==> src/ebusPkg.sv <==
package ebusPkg;

  localparam int EbusInWidth   = 6;
  localparam int DiagDataWidth = 6;
  localparam int DiagCtlWidth  = 3;
  localparam int DiagRowWidth  = 3;

  // Diagnostic control functions
  typedef enum logic [DiagCtlWidth-1:0] {
    diagClrRun   = 3'd0,
    diagSetRun   = 3'd1,
    diagContinue = 3'd2,
    diagIrStrobe = 3'd4
  } diagCtl_t;

  // EBUS data bits 18 to 23
  typedef logic [0:EbusInWidth-1] ebusIn_t;

  // Diagnostic read rows
  typedef enum logic [DiagRowWidth-1:0] {
    rowParity = 3'd0,
    rowPaging = 3'd1,
    rowState  = 3'd2,
    rowNicond = 3'd3
  } diagRow_t;

  typedef logic [0:DiagDataWidth-1] diagData_t;

endpackage

==> src/microcodePkg.sv <==
package microcodePkg;

  localparam int CondWidth  = 6;
  localparam int MagicWidth = 9;

  // COND field of the microword
  typedef enum logic [CondWidth-1:0] {
    condLoadIr    = 6'o14,
    condSpecInstr = 6'o15,
    condDiagFunc  = 6'o20,
    // Skip groups, only the upper octal digit is matched
    condSkip6x    = 6'o60,
    condSkip7x    = 6'o70
  } condCode_t;

  // MAGIC field, bit 0 is the MSB
  typedef logic [0:MagicWidth-1] magic_t;

  // MAGIC codes used under DIAG FUNC
  typedef enum logic [0:MagicWidth-1] {
    funcConoPi  = 9'o015,
    funcConoPag = 9'o016
  } magicFunc_t;

endpackage
==> src/conBoard.sv <==
module conBoard #(
  parameter int RunSyncStages = 3
) (
  input  logic                    conCLK,
  input  logic                    CLK,
  input  microcodePkg::condCode_t cond,
  input  microcodePkg::magic_t    magic,
  input  logic                    vmaFetch, userMode, publicMode, acRef,
  input  logic                    piReady,
  input  logic                    mboxCycReq, xfer, pageError, memBit,
  input  logic                    skipSatisfied,
  input  logic                    diagCtl,
  input  ebusPkg::diagCtl_t       diagFunc,
  input  ebusPkg::ebusIn_t        ebusIn,
  input  logic                    diagRead,
  input  ebusPkg::diagRow_t       diagRow,
  output logic                    condLoadIr, condSpecInstr, condDiagFunc,
  output logic                    intDisable, pxct, eboxHalted, adr10,
  output logic                    memCycle, piCycle, mboxWait, fmXfer, loadIr,
  output logic                    run, start, irStrobe,
  output logic [2:0]              nicond,
  output logic                    cacheLookEn, cacheLoadEn, ki10Paging, trapEn,
  output logic                    ebusDrive,
  output ebusPkg::diagData_t      ebusOut
);

  logic intReq;

  // PI request masked by the special-instruction flag
  assign intReq = piReady & ~intDisable;

  condDecode i_condDecode (.*);

  cycleControl i_cycleControl (.*);

  runDispatch #(
    .RunSyncStages(RunSyncStages)
  ) i_runDispatch (.*);

  conRegs i_conRegs (.*);

endmodule

==> src/conRegs.sv <==
module conRegs (
  input  logic                    conCLK,
  input  logic                    CLK,
  input  microcodePkg::condCode_t cond,
  input  microcodePkg::magic_t    magic,
  input  ebusPkg::ebusIn_t        ebusIn,
  input  logic                    diagRead,
  input  ebusPkg::diagRow_t       diagRow,
  input  logic                    run, start, piCycle, memCycle,
  input  logic                    mboxWait, eboxHalted,
  input  logic [2:0]              nicond,
  output logic                    cacheLookEn, cacheLoadEn, ki10Paging, trapEn,
  output logic                    ebusDrive,
  output ebusPkg::diagData_t      ebusOut
);
  import microcodePkg::*;
  import ebusPkg::*;

  logic conoPi, conoPag;
  logic parAdr, parData, parDir;
  logic pagingEn;
  diagData_t rowData;

  assign conoPi  = (cond == condDiagFunc) && (magic == funcConoPi);
  assign conoPag = (cond == condDiagFunc) && (magic == funcConoPag);

  // CONO PI, write-even parity controls
  always_ff @(posedge conCLK or posedge CLK) begin
    if (CLK) begin
      parAdr  <= 1'b0;
      parData <= 1'b0;
      parDir  <= 1'b0;
    end else if (conoPi) begin
      parAdr  <= ebusIn[0];
      parData <= ebusIn[1];
      parDir  <= ebusIn[2];
    end
  end

  // CONO PAG
  always_ff @(posedge conCLK or posedge CLK) begin
    if (CLK) begin
      cacheLookEn <= 1'b0;
      cacheLoadEn <= 1'b0;
      pagingEn    <= 1'b0;
      trapEn      <= 1'b0;
    end else if (conoPag) begin
      cacheLookEn <= ebusIn[0];
      cacheLoadEn <= ebusIn[1];
      pagingEn    <= ebusIn[3];
      trapEn      <= ebusIn[4];
    end
  end

  assign ki10Paging = ~pagingEn;

  always_comb begin
    case (diagRow)
      rowParity: rowData = {parAdr, parData, parDir, 3'b000};
      rowPaging: rowData = {cacheLookEn, cacheLoadEn, ki10Paging, trapEn, 2'b00};
      rowState:  rowData = {run, start, piCycle, memCycle, mboxWait, eboxHalted};
      rowNicond: rowData = {nicond, 3'b000};
      default:   rowData = '0;
    endcase
  end

  // Bus released unless a diagnostic read is on
  assign ebusDrive = diagRead;
  assign ebusOut   = diagRead ? rowData : '0;

endmodule

==> src/runDispatch.sv <==
module runDispatch #(
  parameter int RunSyncStages = 3
) (
  input  logic              conCLK,
  input  logic              CLK,
  input  logic              diagCtl,
  input  ebusPkg::diagCtl_t diagFunc,
  input  logic              piCycle, intReq, acRef,
  output logic              run, start, irStrobe,
  output logic [2:0]        nicond
);
  import ebusPkg::*;

  logic clrRun, setRun, doContinue;
  logic runReq, startReq;
  logic [RunSyncStages-1:0] runPipe, startPipe;
  logic [2:0] nicondNext;

  assign clrRun     = diagCtl && (diagFunc == diagClrRun);
  assign setRun     = diagCtl && (diagFunc == diagSetRun);
  assign doContinue = diagCtl && (diagFunc == diagContinue);
  assign irStrobe   = diagCtl && (diagFunc == diagIrStrobe);

  // Request flip-flops
  always_ff @(posedge conCLK or posedge CLK) begin
    if (CLK) begin
      runReq   <= 1'b0;
      startReq <= 1'b0;
    end else begin
      if (setRun)
        runReq <= 1'b1;
      else if (clrRun)
        runReq <= 1'b0;
      if (doContinue)
        startReq <= 1'b1;
      else if (clrRun)
        startReq <= 1'b0;
    end
  end

  always_ff @(posedge conCLK or posedge CLK) begin
    if (CLK) begin
      runPipe   <= '0;
      startPipe <= '0;
    end else begin
      runPipe[0]   <= runReq;
      startPipe[0] <= startReq;
      for (int i = 1; i < RunSyncStages; i++) begin
        runPipe[i]   <= runPipe[i-1];
        startPipe[i] <= startPipe[i-1];
      end
    end
  end

  assign run   = runPipe[RunSyncStages-1];
  assign start = startPipe[RunSyncStages-1];

  // NICOND priority, PI cycle first
  always_comb begin
    if (piCycle)
      nicondNext = 3'd7;
    else if (intReq)
      nicondNext = 3'd6;
    else if (~run)
      nicondNext = 3'd5;
    else if (acRef)
      nicondNext = 3'd4;
    else
      nicondNext = 3'd0;
  end

  always_ff @(posedge conCLK or posedge CLK) begin
    if (CLK)
      nicond <= 3'd0;
    else
      nicond <= nicondNext;
  end

  // CLEAR RUN drops run and start on the same edge
  runStartFallTogether: assert property (
    @(posedge conCLK) disable iff (CLK)
    $fell(run) |-> !start
  );

endmodule

==> src/cycleControl.sv <==
module cycleControl (
  input  logic                 conCLK,
  input  logic                 CLK,
  input  logic                 mboxCycReq, xfer, pageError, memBit,
  input  logic                 acRef, vmaFetch, skipSatisfied,
  input  logic                 condSpecInstr, condLoadIr, irStrobe,
  input  microcodePkg::magic_t magic,
  output logic                 memCycle, piCycle,
  output logic                 mboxWait, fmXfer, loadIr
);

  logic setPiCycle;

  assign setPiCycle = condSpecInstr & magic[0];

  // Set wins over clear on both
  always_ff @(posedge conCLK or posedge CLK) begin
    if (CLK) begin
      memCycle <= 1'b0;
      piCycle  <= 1'b0;
    end else begin
      memCycle <= mboxCycReq | (memCycle & ~xfer & ~pageError);
      piCycle  <= setPiCycle | (piCycle & ~skipSatisfied);
    end
  end

  assign mboxWait = memBit & memCycle;
  // AC references are served from fast memory
  assign fmXfer = mboxWait & acRef;

  // Fetch completes, microcode load or diagnostic strobe
  assign loadIr = (vmaFetch & memCycle) | condLoadIr | irStrobe;

  // A new request wins over a same-cycle transfer or page error
  memRequestWins: assert property (
    @(posedge conCLK) disable iff (CLK)
    mboxCycReq && (xfer || pageError) |=> memCycle
  );

endmodule

==> src/condDecode.sv <==
module condDecode (
  input  logic                    conCLK,
  input  logic                    CLK,
  input  microcodePkg::condCode_t cond,
  input  microcodePkg::magic_t    magic,
  input  logic                    vmaFetch, userMode, publicMode, piCycle,
  input  logic                    intReq, start, run, acRef,
  output logic                    condLoadIr, condSpecInstr, condDiagFunc,
  output logic                    intDisable, pxct, eboxHalted,
  output logic                    adr10
);
  import microcodePkg::*;

  logic kernelMode;
  logic skip6x, skip7x;
  logic sel6x, sel7x;

  // Decode strobes
  assign condLoadIr    = (cond == microcodePkg::condLoadIr);
  assign condSpecInstr = (cond == microcodePkg::condSpecInstr);
  assign condDiagFunc  = (cond == microcodePkg::condDiagFunc);

  assign kernelMode = ~userMode & ~publicMode;

  // Group match on the upper octal digit
  assign skip6x = ((cond & 6'o70) == condSkip6x);
  assign skip7x = ((cond & 6'o70) == condSkip7x);

  always_comb begin
    case (cond[2:0])
      3'd0:    sel6x = vmaFetch;
      3'd1:    sel6x = kernelMode;
      3'd2:    sel6x = userMode;
      3'd3:    sel6x = publicMode;
      3'd5:    sel6x = piCycle;
      default: sel6x = 1'b0;
    endcase
  end

  always_comb begin
    case (cond[2:0])
      3'd0:    sel7x = intReq;
      3'd1:    sel7x = ~start;
      3'd2:    sel7x = run;
      3'd4:    sel7x = pxct;
      3'd6:    sel7x = acRef;
      default: sel7x = 1'b0;
    endcase
  end

  assign adr10 = (skip6x & sel6x) | (skip7x & sel7x);

  // Special-instruction flags
  always_ff @(posedge conCLK or posedge CLK) begin
    if (CLK) begin
      intDisable <= 1'b0;
      pxct       <= 1'b0;
      eboxHalted <= 1'b0;
    end else if (condSpecInstr) begin
      intDisable <= magic[5];
      pxct       <= magic[4];
      eboxHalted <= magic[7];
    end
  end

  // A PXCT skip right after SPEC INSTR sees the new flag
  pxctSkipAfterLoad: assert property (
    @(posedge conCLK) disable iff (CLK)
    condSpecInstr |=> (cond != 6'o74) || (adr10 == $past(magic[4]))
  );

endmodule

==> config.mk <==
export PLATFORM = sky130hd
export DESIGN_NAME = conBoard
export DESIGN_NICKNAME = d
export VERILOG_FILES = /design/src/ebusPkg.sv /design/src/microcodePkg.sv /design/src/conBoard.sv /design/src/conRegs.sv /design/src/runDispatch.sv /design/src/cycleControl.sv /design/src/condDecode.sv
export SDC_FILE = /design/constraint.sdc
export NUM_CORES = 1
export LEC_CHECK = 0
export BUFFER_PORTS_ARGS = -buffer_cell sky130_fd_sc_hd__buf_2
export CORE_ASPECT_RATIO = 0.8
export CORE_MARGIN = 10
export CORE_UTILIZATION = 39
export DETAILED_ROUTE_END_ITERATION = 8
export PLACE_DENSITY = 0.87
export SLEW_MARGIN = 30
export SYNTH_ARGS = -nofsm -noshare
export SYNTH_HDL_FRONTEND = slang
export SYNTH_SLANG_ARGS = --single-unit
==> constraint.sdc <==
create_clock -name conCLK -period 1.4 [get_ports conCLK]
set_clock_uncertainty 0.15 [all_clocks]
set_input_delay 0.07 -clock conCLK [delete_from_list [all_inputs] [get_ports conCLK]]
set_output_delay 0.07 -clock conCLK [all_outputs]
set_load 0.1 [all_outputs]
== Word-level counts from Yosys, hierarchy flattened ==
Index checks and enable logic that the tools add are counted.
W data, S select, Z words.

* Register bits after elaboration: 23
* Bits in latches: 0
* Memory bits (writable): 0
* Bits in read-only memories: 0
* Input bits: 41
* Output and inout port bits: 29
* Logic and storage cells: 82
* Memories: 0

* Add/subtract/negate cells: 0
* $mul: 0
* Div/mod/pow operators: 0
* Magnitude comparators: 0
* Equal/unequal tests: 19
* Shifts and indexed selects: 0
* Multiplexer cells: 11
* Bitwise gates (word level): 24
* Reductions and logical operators: 11

{| class="wikitable"
|+ Operator list
! cell !! count
|-
| $pmux W6 S4 || 1
|-
| $eq A3 B3 Y1 const B || 6
|-
| $eq A9 B4 Y1 const B || 2
|-
| $eq A3 B2 Y1 const B || 5
|-
| $eq A6 B4 Y1 const B || 2
|-
| $mux W3 || 4
|-
| $and A1 B1 Y1 || 11
|-
| $pmux W1 S5 || 2
|-
| $eq A3 B1 Y1 const B || 3
|-
| $logic_not A3 Y1 || 3
|-
| $not A1 Y1 || 8
|-
| $eq A6 B5 Y1 const B || 1
|-
| $logic_and A1 B1 Y1 || 6
|-
| $mux W6 || 1
|-
| $or A1 B1 Y1 || 5
|-
| $reduce_bool A2 Y1 || 2
|-
| $mux W1 || 3
|}

== Logic depth before layout (Yosys ltp) ==
Gate-level depths: netlist (run 1).

* Word-level depth: 5
* Mapped depth: 5
* Gate-level depth less buffers: 4

== Hierarchy ==
A second synthesis (run 1) with hierarchy kept.

* Cell total of the unflattened synthesis: 117
* Area, all modules: 1330.0 um^2

{| class="wikitable"
|+ Modules (own cells, without submodules)
! module !! times used !! cells each !! area each (um^2) !! seq. area each (um^2)
|-
| conRegs || 1 || 48 || 539.3 || 175.2
|-
| runDispatch || 1 || 21 || 347.8 || 275.3
|-
| condDecode || 1 || 36 || 326.6 || 75.1
|-
| cycleControl || 1 || 11 || 102.6 || 50.0
|-
| conBoard || 1 || 1 || 13.8 || 0.0
|}

== Worst setup path before layout (run 1) ==
Ideal clock, no wire load.

* Kind: input to output
* Start: input diagFunc[1]
* End: output loadIr
* Arrival: 3.899 ns
* Path slack: -2.719 ns
* Cell stages on the path: 2
* Buffers on the path: 0
* Cell sequence: nor4bb_1 a211o_1

* Cells in the longest elaborated chain, start to end: 3

{| class="wikitable"
|+ Ends and longest elaborated chain
! what !! line !! source
|-
| start, declared || conBoard.sv:13 || <nowiki>input ebusPkg::diagCtl_t diagFunc,</nowiki>
|-
| $eq A3 B3 Y1 || runDispatch.sv:22 || <nowiki>assign irStrobe = diagCtl && (diagFunc == diagIrStrobe);</nowiki>
|-
| $logic_and A1 B1 Y1 || runDispatch.sv:22 ||
|-
| $or A1 B1 Y1 || cycleControl.sv:32 || <nowiki>assign loadIr = (vmaFetch & memCycle) | condLoadIr | irStrobe;</nowiki>
|-
| end, declared || conBoard.sv:19 || <nowiki>output logic memCycle, piCycle, mboxWait, fmXfer, loadIr,</nowiki>
|}

No other way between the ends.

== Worst setup path in the final report (run 1) ==
* Start: register i_runDispatch.startPipe[2]
* End: output adr10

* Cells in the longest elaborated chain, start to end: 4

{| class="wikitable"
|+ Ends and longest elaborated chain
! what !! line !! source
|-
| start, declared || runDispatch.sv:16 || <nowiki>logic [RunSyncStages-1:0] runPipe, startPipe;</nowiki>
|-
| start signal, assigned by index || runDispatch.sv:50 || <nowiki>startPipe[i] <= startPipe[i-1];</nowiki>
|-
| $not A1 Y1 || condDecode.sv:43 || <nowiki>3'd1: sel7x = ~start;</nowiki>
|-
| $pmux W1 S5 || condDecode.sv:41 || <nowiki>case (cond[2:0])</nowiki>
|-
| $and A1 B1 Y1 || condDecode.sv:51 || <nowiki>assign adr10 = (skip6x & sel6x) | (skip7x & sel7x);</nowiki>
|-
| $or A1 B1 Y1 || condDecode.sv:51 ||
|-
| end, declared || conBoard.sv:18 || <nowiki>output logic intDisable, pxct, eboxHalted, adr10,</nowiki>
|}

No other way between the ends.

==> results of run 1 <==
layout by cell type, fill, tap and decap left out, drive strengths merged:
cell type,netlist,routed
buf,2,101
dfrtp,23,23
dlygate4sd3,0,14
mux2,13,13
nor2b,5,5
nor3b,5,5
nor2,5,5
nand2,4,4
mux4,3,3
nand3b,3,3
clkbuf,2,3
a21oi,3,3
nor4b,2,2
nand2b,2,2
or3b,2,2
inv,3,2
nand4,2,2
and2,2,2
nand3,2,2
clkinvlp,0,1
and3b,1,1
and4b,1,1
or2,1,1
o21bai,1,1
nor3,1,1
mux2i,1,1
nand4b,1,1
o21ai,1,1
o31ai,1,1
a211oi,1,1
o32ai,1,1
a22o,1,1
and3,1,1
nor4bb,1,1
a211o,1,1
a21o,1,1
clkinv,0,1
Yosys cell counts, drive strengths merged (3+ instances only):
library cell	n	area [sq um]
nor2b	5	31.3
mux4	3	67.6
mux2	13	146
dfrtp	23	576
nor3b	5	58.8
a21oi	3	15.0
nand2	4	15.0
nand3b	3	22.5
inv	3	11.3
nor2	5	18.8
layer usage:
layer,vias to the layer above,GRT usage [%],wire (um)
li1,598,-,-
met1,661,21.2,2090
met2,74,35.8,3190
met3,19,4.86,452
met4,0,6.31,208
met5,-,0,0
critical path: stages, from the launching register on:
cell	delay (ns)
dfrtp_4	0.52
o31ai_4	0.29
nand4_1	0.22
o32ai_4	0.21
buf_12	0.21
layout make-up:
type                       count  share of cell area, %
clock buffer                   3                   1.54
clock inverter                 1                  0.187
inverter                       3                  0.560
multi-input combinational     69                   31.4
sequential                    23                   23.0
tap                           40                   1.87
timing repair buffer         115                   41.4
cells by family (layout without fill, tap and decap cells):
logic type / count (synthesis) / in the layout / synth area share, %
flip-flops: 23 / 23 / 47.2
buffers and inverters: 7 / 122 / 3.08
AND/OR/NAND/NOR: 41 / 41 / 25.1
AO/OA/AOI/OAI: 11 / 11 / 6.26
multiplexers: 17 / 17 / 18.4
path summary, 6_finish.rpt:
path	to	start	slack, ns
worst max-delay path	adr10	i_runDispatch.startPipe[2]$_DFF_PP0_	-0.56
worst min-delay path	i_condDecode.intDisable$_DFFE_PP0N_	magic[3]	-0.01
worst max register to register	i_runDispatch.nicond[2]$_DFF_PP0_	i_cycleControl.piCycle$_DFF_PP0_	-0.09
worst min register to register	i_runDispatch.runPipe[1]$_DFF_PP0_	i_runDispatch.runPipe[0]$_DFF_PP0_	0.21
max in group asynchronous	i_conRegs.cacheLookEn$_DFFE_PP0P_	CLK	0.58
min in group asynchronous	i_condDecode.pxct$_DFFE_PP0N_	CLK	0.26
timing repair:
item	4_1_cts	5_1_grt
hold buffers	14	0
pin swaps	5	10
setup buffers	4	5
hold endpoints to repair	36	0
setup endpoints to repair	17	21
resized for setup	22	12
cloned	0	0
power by group through the flow:
stage	Sequential (mW)	Clock (mW)	Combinational (mW)
floorplan	1.12	0	0.315
global placement	0.813	0	0.950
detailed placement	0.821	0	0.972
CTS	0.806	0.421	1.05
global route	0.823	0.453	1.11
finish	0.813	0.424	1.08
==> impl_metrics.ini, run 1 <==
[critical_path]
arrival_ns = 1.74
r2r_cells = 3
crit_type = flop to primary output
worstSetupStartpointType = flop
critPathRequiredTime_ns = 1.18
worst_setup_path_end_kind = primary output
cp_max_fo = 4

[die]
ios = 70
dieHeight_um = 70
core_area_sq_um = 3040
die_area_sq_um = 5770
start_util_pct = 40.1
rows = 18
die_w_um = 82.5

[run_status]
violations = hold timing, setup timing
status = finished, violations left

[power_and_ir_drop]
finalPower_mw = 2.31
vdd_drop_max_uv = 553
pwr-share-clk_pct = 18.3
p_leak_nw = 1.22
switching_share_pct = 40.8
p_seq_share_pct = 35.1
comb_power_share_pct = 46.6
p_per_area_nw_per_um2 = 863
p_int_mw = 1.37
switchingPower_mw = 0.945

[min_path]
holdPathStages = 3
holdCritPathClass = primary input to flop

[sta]
fin_crit_ns = 1.96
finalHoldViolCount = 1
rsz0062_at_grt = true
slew_headroom_pct = 66.2
fin_ws_ns = -0.562
drv_slew = 0
holdWs_ns = -0.0104
tightest_slew_ns = 0.510
min_period_over_period_pct = 140
fmax_ghz = 0.510
fin_setup_tns_ns = -2.38
finalSetupViolations = 17

[cts]
clk_pin_slew_ns = 0.09
cts_buffers = 3
cts_tree = built
cts_buffer_depth = 2
cts.htree.levels = 1
clk_latency_ns = 0.27
cts_root_buf = clkbuf_8
cts_sinks = 23

[cells_and_area]
n_fill_cell = 138
layout.nets = 256
multiInputGateArea_sq_um = 842
fin_util_pct = 88.2
final_area_sq_um = 2680
stdcell_count = 254
drive_gt1_share_pct = 77.1
seq_area_sq_um = 618
areaGrowthSynthToFinish_pct = 120
diodes = 0
top_regs = i_runDispatch.nicond (3), i_runDispatch.runPipe (3), i_runDispatch.startPipe (3)

[yosys]
synth-main-ff-cell = dfrtp_1
async_flop_share_pct = 100
synthCells = 99
synth_edf_count = 0
syn_nets = 140
syn_avg_cell_area_sq_um = 12.3
ys_ff_latch = 23
syn_area_sq_um = 1220
synth_cell_types = 39
ys_seq_area_share_pct = 47.2
yosysWarnings = 0

[routing]
wirelength_mm = 5.94
drt-initial-drc-count = 118
routedWlPerCell_um = 23.4
drt-pass1-iter-count = 4
ant_nets = 0
drc_errors = 0
vias_per_cell = 5.32
num_vias = 1352

[placement]
port_buffers = 68
dp_slack_ns = -0.322
post-place-cells = 228
dp_hpwl_mm = 3.90
dpl_cell_area_sq_um = 2310
place.gp.congestion = 0.871

[grt]
antenna_found_initial = 0
grt_max_degree = 24
grt_pass1_vias = 1510
grt_pass1_wl_mm = 8.51
grt_usage_pct = 19.7
grt_overflow_total = 0

[job]
drv_cap = 0
Power figures use the tool's default switching activity.
==> inputs of run 2 (changes only) <==
--- a/config.mk
+++ b/config.mk
@@ -10,6 +10,7 @@
 export CORE_MARGIN = 10
 export CORE_UTILIZATION = 39
 export DETAILED_ROUTE_END_ITERATION = 8
+export GPL_TIMING_DRIVEN = 0
 export PLACE_DENSITY = 0.87
 export SLEW_MARGIN = 30
 export SYNTH_ARGS = -nofsm -noshare
==> run 2 against run 1 <==
The run ends with setup timing left. Combinational power decreased by 14%. Register-to-register slack improved by 0.09 ns. Die area unchanged. Count of clock-buffer cells in the layout unchanged. Clock power decreased by 4.7%. Utilization is 11 points lower. Critical endpoint unchanged. Worst setup slack improved by 0.040 ns. Global-route usage down 4.3 points. Sequential power is essentially flat.
==> impl_metrics.ini, run 2 (synthesis gave the netlist of run 1 again) <==
[placement]
port_buffers = 65
place.gp.congestion = 0.875
dp_hpwl_mm = 3.18
dpl_cell_area_sq_um = 1870
dp_slack_ns = -0.493
post-place-cells = 204

[cts]
cts_root_buf = clkbuf_8
cts_tree = built
clk_latency_ns = 0.26
cts.htree.levels = 1
cts_buffer_depth = 2
cts_buffers = 3
cts_sinks = 23
clk_pin_slew_ns = 0.08

[sta]
slew_headroom_pct = 66.5
drv_slew = 0
finalHoldViolCount = 0
rsz0062_at_grt = true
fin_ws_ns = -0.522
fmax_ghz = 0.520
finalSetupViolations = 9
holdWs_ns = 0.0348
fin_crit_ns = 1.92
fin_setup_tns_ns = -2.01
tightest_slew_ns = 0.505
min_period_over_period_pct = 137

[routing]
drc_errors = 0
wirelength_mm = 4.47
drt-pass1-iter-count = 4
drt-initial-drc-count = 56
ant_nets = 0
routedWlPerCell_um = 19.3
vias_per_cell = 5.16
num_vias = 1191

[critical_path]
arrival_ns = 1.70
cp_max_fo = 3
worst_setup_path_end_kind = primary output
worstSetupStartpointType = flop
critPathRequiredTime_ns = 1.18
crit_type = flop to primary output

[die]
die_w_um = 82.5
ios = 70
die_area_sq_um = 5770
start_util_pct = 40.1
rows = 18
core_area_sq_um = 3040
dieHeight_um = 70

[power_and_ir_drop]
finalPower_mw = 2.14
p_per_area_nw_per_um2 = 915
p_leak_nw = 1.06
vdd_drop_max_uv = 847

[cells_and_area]
diodes = 0
layout_common_cells = buf_2, dlygate4sd3_1, dfrtp_4, dfrtp_1, mux2_4
mostFrequentLayoutCell = buf_2
stdcell_count = 231
layout.nets = 233
final_area_sq_um = 2340
fin_util_pct = 76.9
top_regs = i_runDispatch.nicond (3), i_runDispatch.runPipe (3), i_runDispatch.startPipe (3)
drive_gt1_share_pct = 72.8
areaGrowthSynthToFinish_pct = 91.9

[grt]
grt_usage_pct = 15.4
grt_max_degree = 24
grt_pass1_vias = 1344
antenna_found_initial = 0
grt_overflow_total = 0
grt_pass1_wl_mm = 6.98

[job]
drv_cap = 0

[run_status]
status = finished, violations left
violations = setup timing

[min_path]
holdCritPathClass = primary input to flop
run 2: worst paths after layout:
check                           slack (ns)  cells after the start                                  end                                  from
worst max-delay path                 -0.52                      5                                adr10  i_runDispatch.startPipe[2]$_DFF_PP0_
worst min-delay path                  0.03                      4     i_runDispatch.runReq$_DFFE_PP0P_                           diagFunc[2]
worst max register to register           0                      2    i_runDispatch.nicond[2]$_DFF_PP0_      i_cycleControl.piCycle$_DFF_PP0_
worst min register to register        0.20                      0   i_runDispatch.runPipe[1]$_DFF_PP0_    i_runDispatch.runPipe[0]$_DFF_PP0_
max in group asynchronous             0.53                      3  i_condDecode.eboxHalted$_DFFE_PP0N_                                   CLK
min in group asynchronous             0.24                      3    i_cycleControl.memCycle$_DFF_PP0_                                   CLK
run 2: what timing repair did:
item,4_1_cts,5_1_grt
gates resized for setup,36,21
pin swaps,3,4
buffers inserted,5,0
endpoints found under the hold margin,38,0
endpoints found under the setup margin,16,32
hold buffers,18,0
run 2: area by class of cell:
cell class | count | area (sq um)
Clock inverter | 1 | 5.00
Multi-Input combinational cell | 69 | 845
Timing Repair Buffer | 88 | 706
Sequential cell | 23 | 618
Buffer | 4 | 55.1
Inverter | 3 | 18.8
Tap cell | 40 | 50.0
Clock buffer | 3 | 41.3
Fill cell | 181 | 702
run 2: where the power goes:
group / internal, mW / switching (mW) / leakage, nW
clock network: 0.198 / 0.206 / 0.0255
registers: 0.759 / 0.0516 / 0.274
logic: 0.309 / 0.618 / 0.759
run 2: metal layers:
layer / part of all wire (%) / wire (um) / global-route usage (%) / vias to the layer above
met3: 8.5 / 381 / 5.37 / 4
met5: 0 / 0 / 0 / -
met2: 54 / 2390 / 28.1 / 45
met4: 1.1 / 48 / 2.97 / 0
met1: 37 / 1640 / 16.4 / 593
li1: - / - / - / 549
run 2: worst max-delay path, stage by stage, from the launching register on:
cell,delay [ns]
dfrtp_4,0.49
or3b_4,0.38
a21oi_2,0.14
a211oi_2,0.08
o32ai_4,0.14
buf_12,0.22
==> inputs of run 3 (changes only) <==
--- a/config.mk
+++ b/config.mk
@@ -6,7 +6,6 @@
 export NUM_CORES = 1
 export LEC_CHECK = 0
 export BUFFER_PORTS_ARGS = -buffer_cell sky130_fd_sc_hd__buf_2
-export CORE_ASPECT_RATIO = 0.8
 export CORE_MARGIN = 10
 export CORE_UTILIZATION = 39
 export DETAILED_ROUTE_END_ITERATION = 8
==> run 3 against run 2 <==
The run ends with hold timing, setup timing left. Hold slack got worse by 0.052 ns. Total power fell by 2.6%. Combinational power rose by 5.0%. Routed wire length is 7.3% higher. Highest routed layer is now met3. Critical path depth unchanged. Global-route usage decreased by 0.51 points. Flip-flop and latch count stayed put. Die area down 0.24%. Clock power shrank 25%.
==> impl_metrics.ini, run 3 (synthesis gave the netlist of run 1 again) <==
[cells_and_area]
top_regs = i_runDispatch.nicond (3), i_runDispatch.runPipe (3), i_runDispatch.startPipe (3)
diodes = 0
fin_util_pct = 81.0
final_area_sq_um = 2450
drive_gt1_share_pct = 71.7
areaGrowthSynthToFinish_pct = 101
layout_common_cells = buf_2, dlygate4sd3_1, buf_12
mostFrequentLayoutCell = buf_2
layout.nets = 240

[run_status]
violations = hold timing, setup timing
status = finished, violations left

[routing]
ant_nets = 0
drc_errors = 0
routedWlPerCell_um = 19.8
vias_per_cell = 5.04
wirelength_mm = 4.79
num_vias = 1219
drt-initial-drc-count = 49
drt-pass1-iter-count = 4

[sta]
slew_headroom_pct = 67.0
fin_ws_ns = -0.582
finalHoldViolCount = 1
fmax_ghz = 0.505
holdWs_ns = -0.0171
fin_crit_ns = 1.98
rsz0062_at_grt = true
fin_setup_tns_ns = -2.54
min_period_over_period_pct = 142
finalSetupViolations = 9
tightest_slew_ns = 0.494
drv_slew = 0

[critical_path]
crit_type = flop to primary output
critPathRequiredTime_ns = 1.18
worst_setup_path_end_kind = primary output
worstSetupStartpointType = flop
arrival_ns = 1.76
cp_max_fo = 3

[power_and_ir_drop]
p_per_area_nw_per_um2 = 851
vdd_drop_max_uv = 572
p_leak_nw = 1.09

[die]
die_area_sq_um = 5760
dieHeight_um = 75.9
start_util_pct = 40.2
die_w_um = 75.9
core_area_sq_um = 3030
ios = 70
rows = 20

[cts]
cts_root_buf = clkbuf_4
clk_pin_slew_ns = 0.13
cts_tree = built
clk_latency_ns = 0.30
cts_buffer_depth = 2
cts_sinks = 23
cts_buffers = 3
cts.htree.levels = 1

[placement]
dp_hpwl_mm = 3.26
port_buffers = 65
place.gp.congestion = 0.846
dpl_cell_area_sq_um = 1880

[grt]
grt_overflow_total = 0
grt_pass1_vias = 1368
grt_pass1_wl_mm = 7.04
grt_max_degree = 24
grt_usage_pct = 14.9
antenna_found_initial = 0

[job]
drv_cap = 0

[min_path]
holdCritPathClass = primary input to flop
-- run 3: cell count changes in the layout (fill, tap and decap cells not counted), moves of 2 or more --
cell / before / now
buf_2: 46 / 41
clkbuf_4: 3 / 7
dlygate4sd3_1: 17 / 21
clkbuf_8: 3 / 0
buf_4: 9 / 11
buf_12: 6 / 12
-- run 3: routing by layer --
layer / wire length (um) / track usage (%) / part of all wire (%) / vias up
met3: 232 / 4.72 / 4.8 / 0
met2: 2790 / 30.0 / 58 / 42
met4: 0 / 1.14 / 0 / 0
li1: - / - / - / 562
met1: 1770 / 14.7 / 37 / 615
met5: 0 / 0 / 0 / -
-- run 3: timing repair --
action	CTS	global route
hold buffers	20	1
pin swaps	5	8
setup endpoints to repair	22	34
hold endpoints to repair	39	2
buffers inserted	5	4
resized for setup	55	19
-- run 3: path summary, 6_finish.rpt --
| path | startpoint | slack, ns | end | depth (start not counted) |
|---|---|---|---|---|
| worst max register to register | i_cycleControl.piCycle$_DFF_PP0_ | -0.13 | i_runDispatch.nicond[2]$_DFF_PP0_ | 3 |
| worst min-delay path | piReady | -0.02 | i_runDispatch.nicond[0]$_DFF_PP0_ | 3 |
| max in group asynchronous | CLK | 0.59 | i_runDispatch.startPipe[2]$_DFF_PP0_ | 3 |
| worst min register to register | i_runDispatch.startPipe[0]$_DFF_PP0_ | 0.21 | i_runDispatch.startPipe[1]$_DFF_PP0_ | 0 |
| worst max-delay path | i_runDispatch.startPipe[2]$_DFF_PP0_ | -0.58 | adr10 | 5 |
| min in group asynchronous | CLK | 0.18 | i_runDispatch.nicond[2]$_DFF_PP0_ | 3 |
-- run 3: through the flow --
stage	hold slack, ns	instances	power, mW	setup slack, ns
finish	-0.0171	242	2.09	-0.582
global route	-0.0386	242	2.17	-0.653
CTS	-0.0275	237	2.05	-0.577
detailed placement	0.114	208	1.62	-0.469
global placement	0.0991	208	1.60	-0.446
floorplan	-0.0779	99	1.44	-0.592
-- run 3: area by class of cell --
| type | count | area (sq um) |
|---|---|---|
| buffer | 4 | 55.1 |
| clock buffer | 3 | 22.5 |
| clock inverter | 1 | 5.00 |
| fill | 150 | 576 |
| inverter | 3 | 18.8 |
| multi-input combinational | 69 | 831 |
| sequential | 23 | 618 |
| tap | 44 | 55.1 |
| timing repair buffer | 95 | 847 |
-- run 3: power by group --
group,internal [mW],switching [mW]
Sequential,0.759,0.0543
Clock,0.107,0.194
Combinational,0.346,0.626
-- run 3: critical path, cell delays in order (launching register included) --
cell and delay [ns]:
dfrtp_4 0.50, buf_4 0.17, o31ai_4 0.25, nand4_1 0.17, o32ai_4 0.16, buf_12 0.21
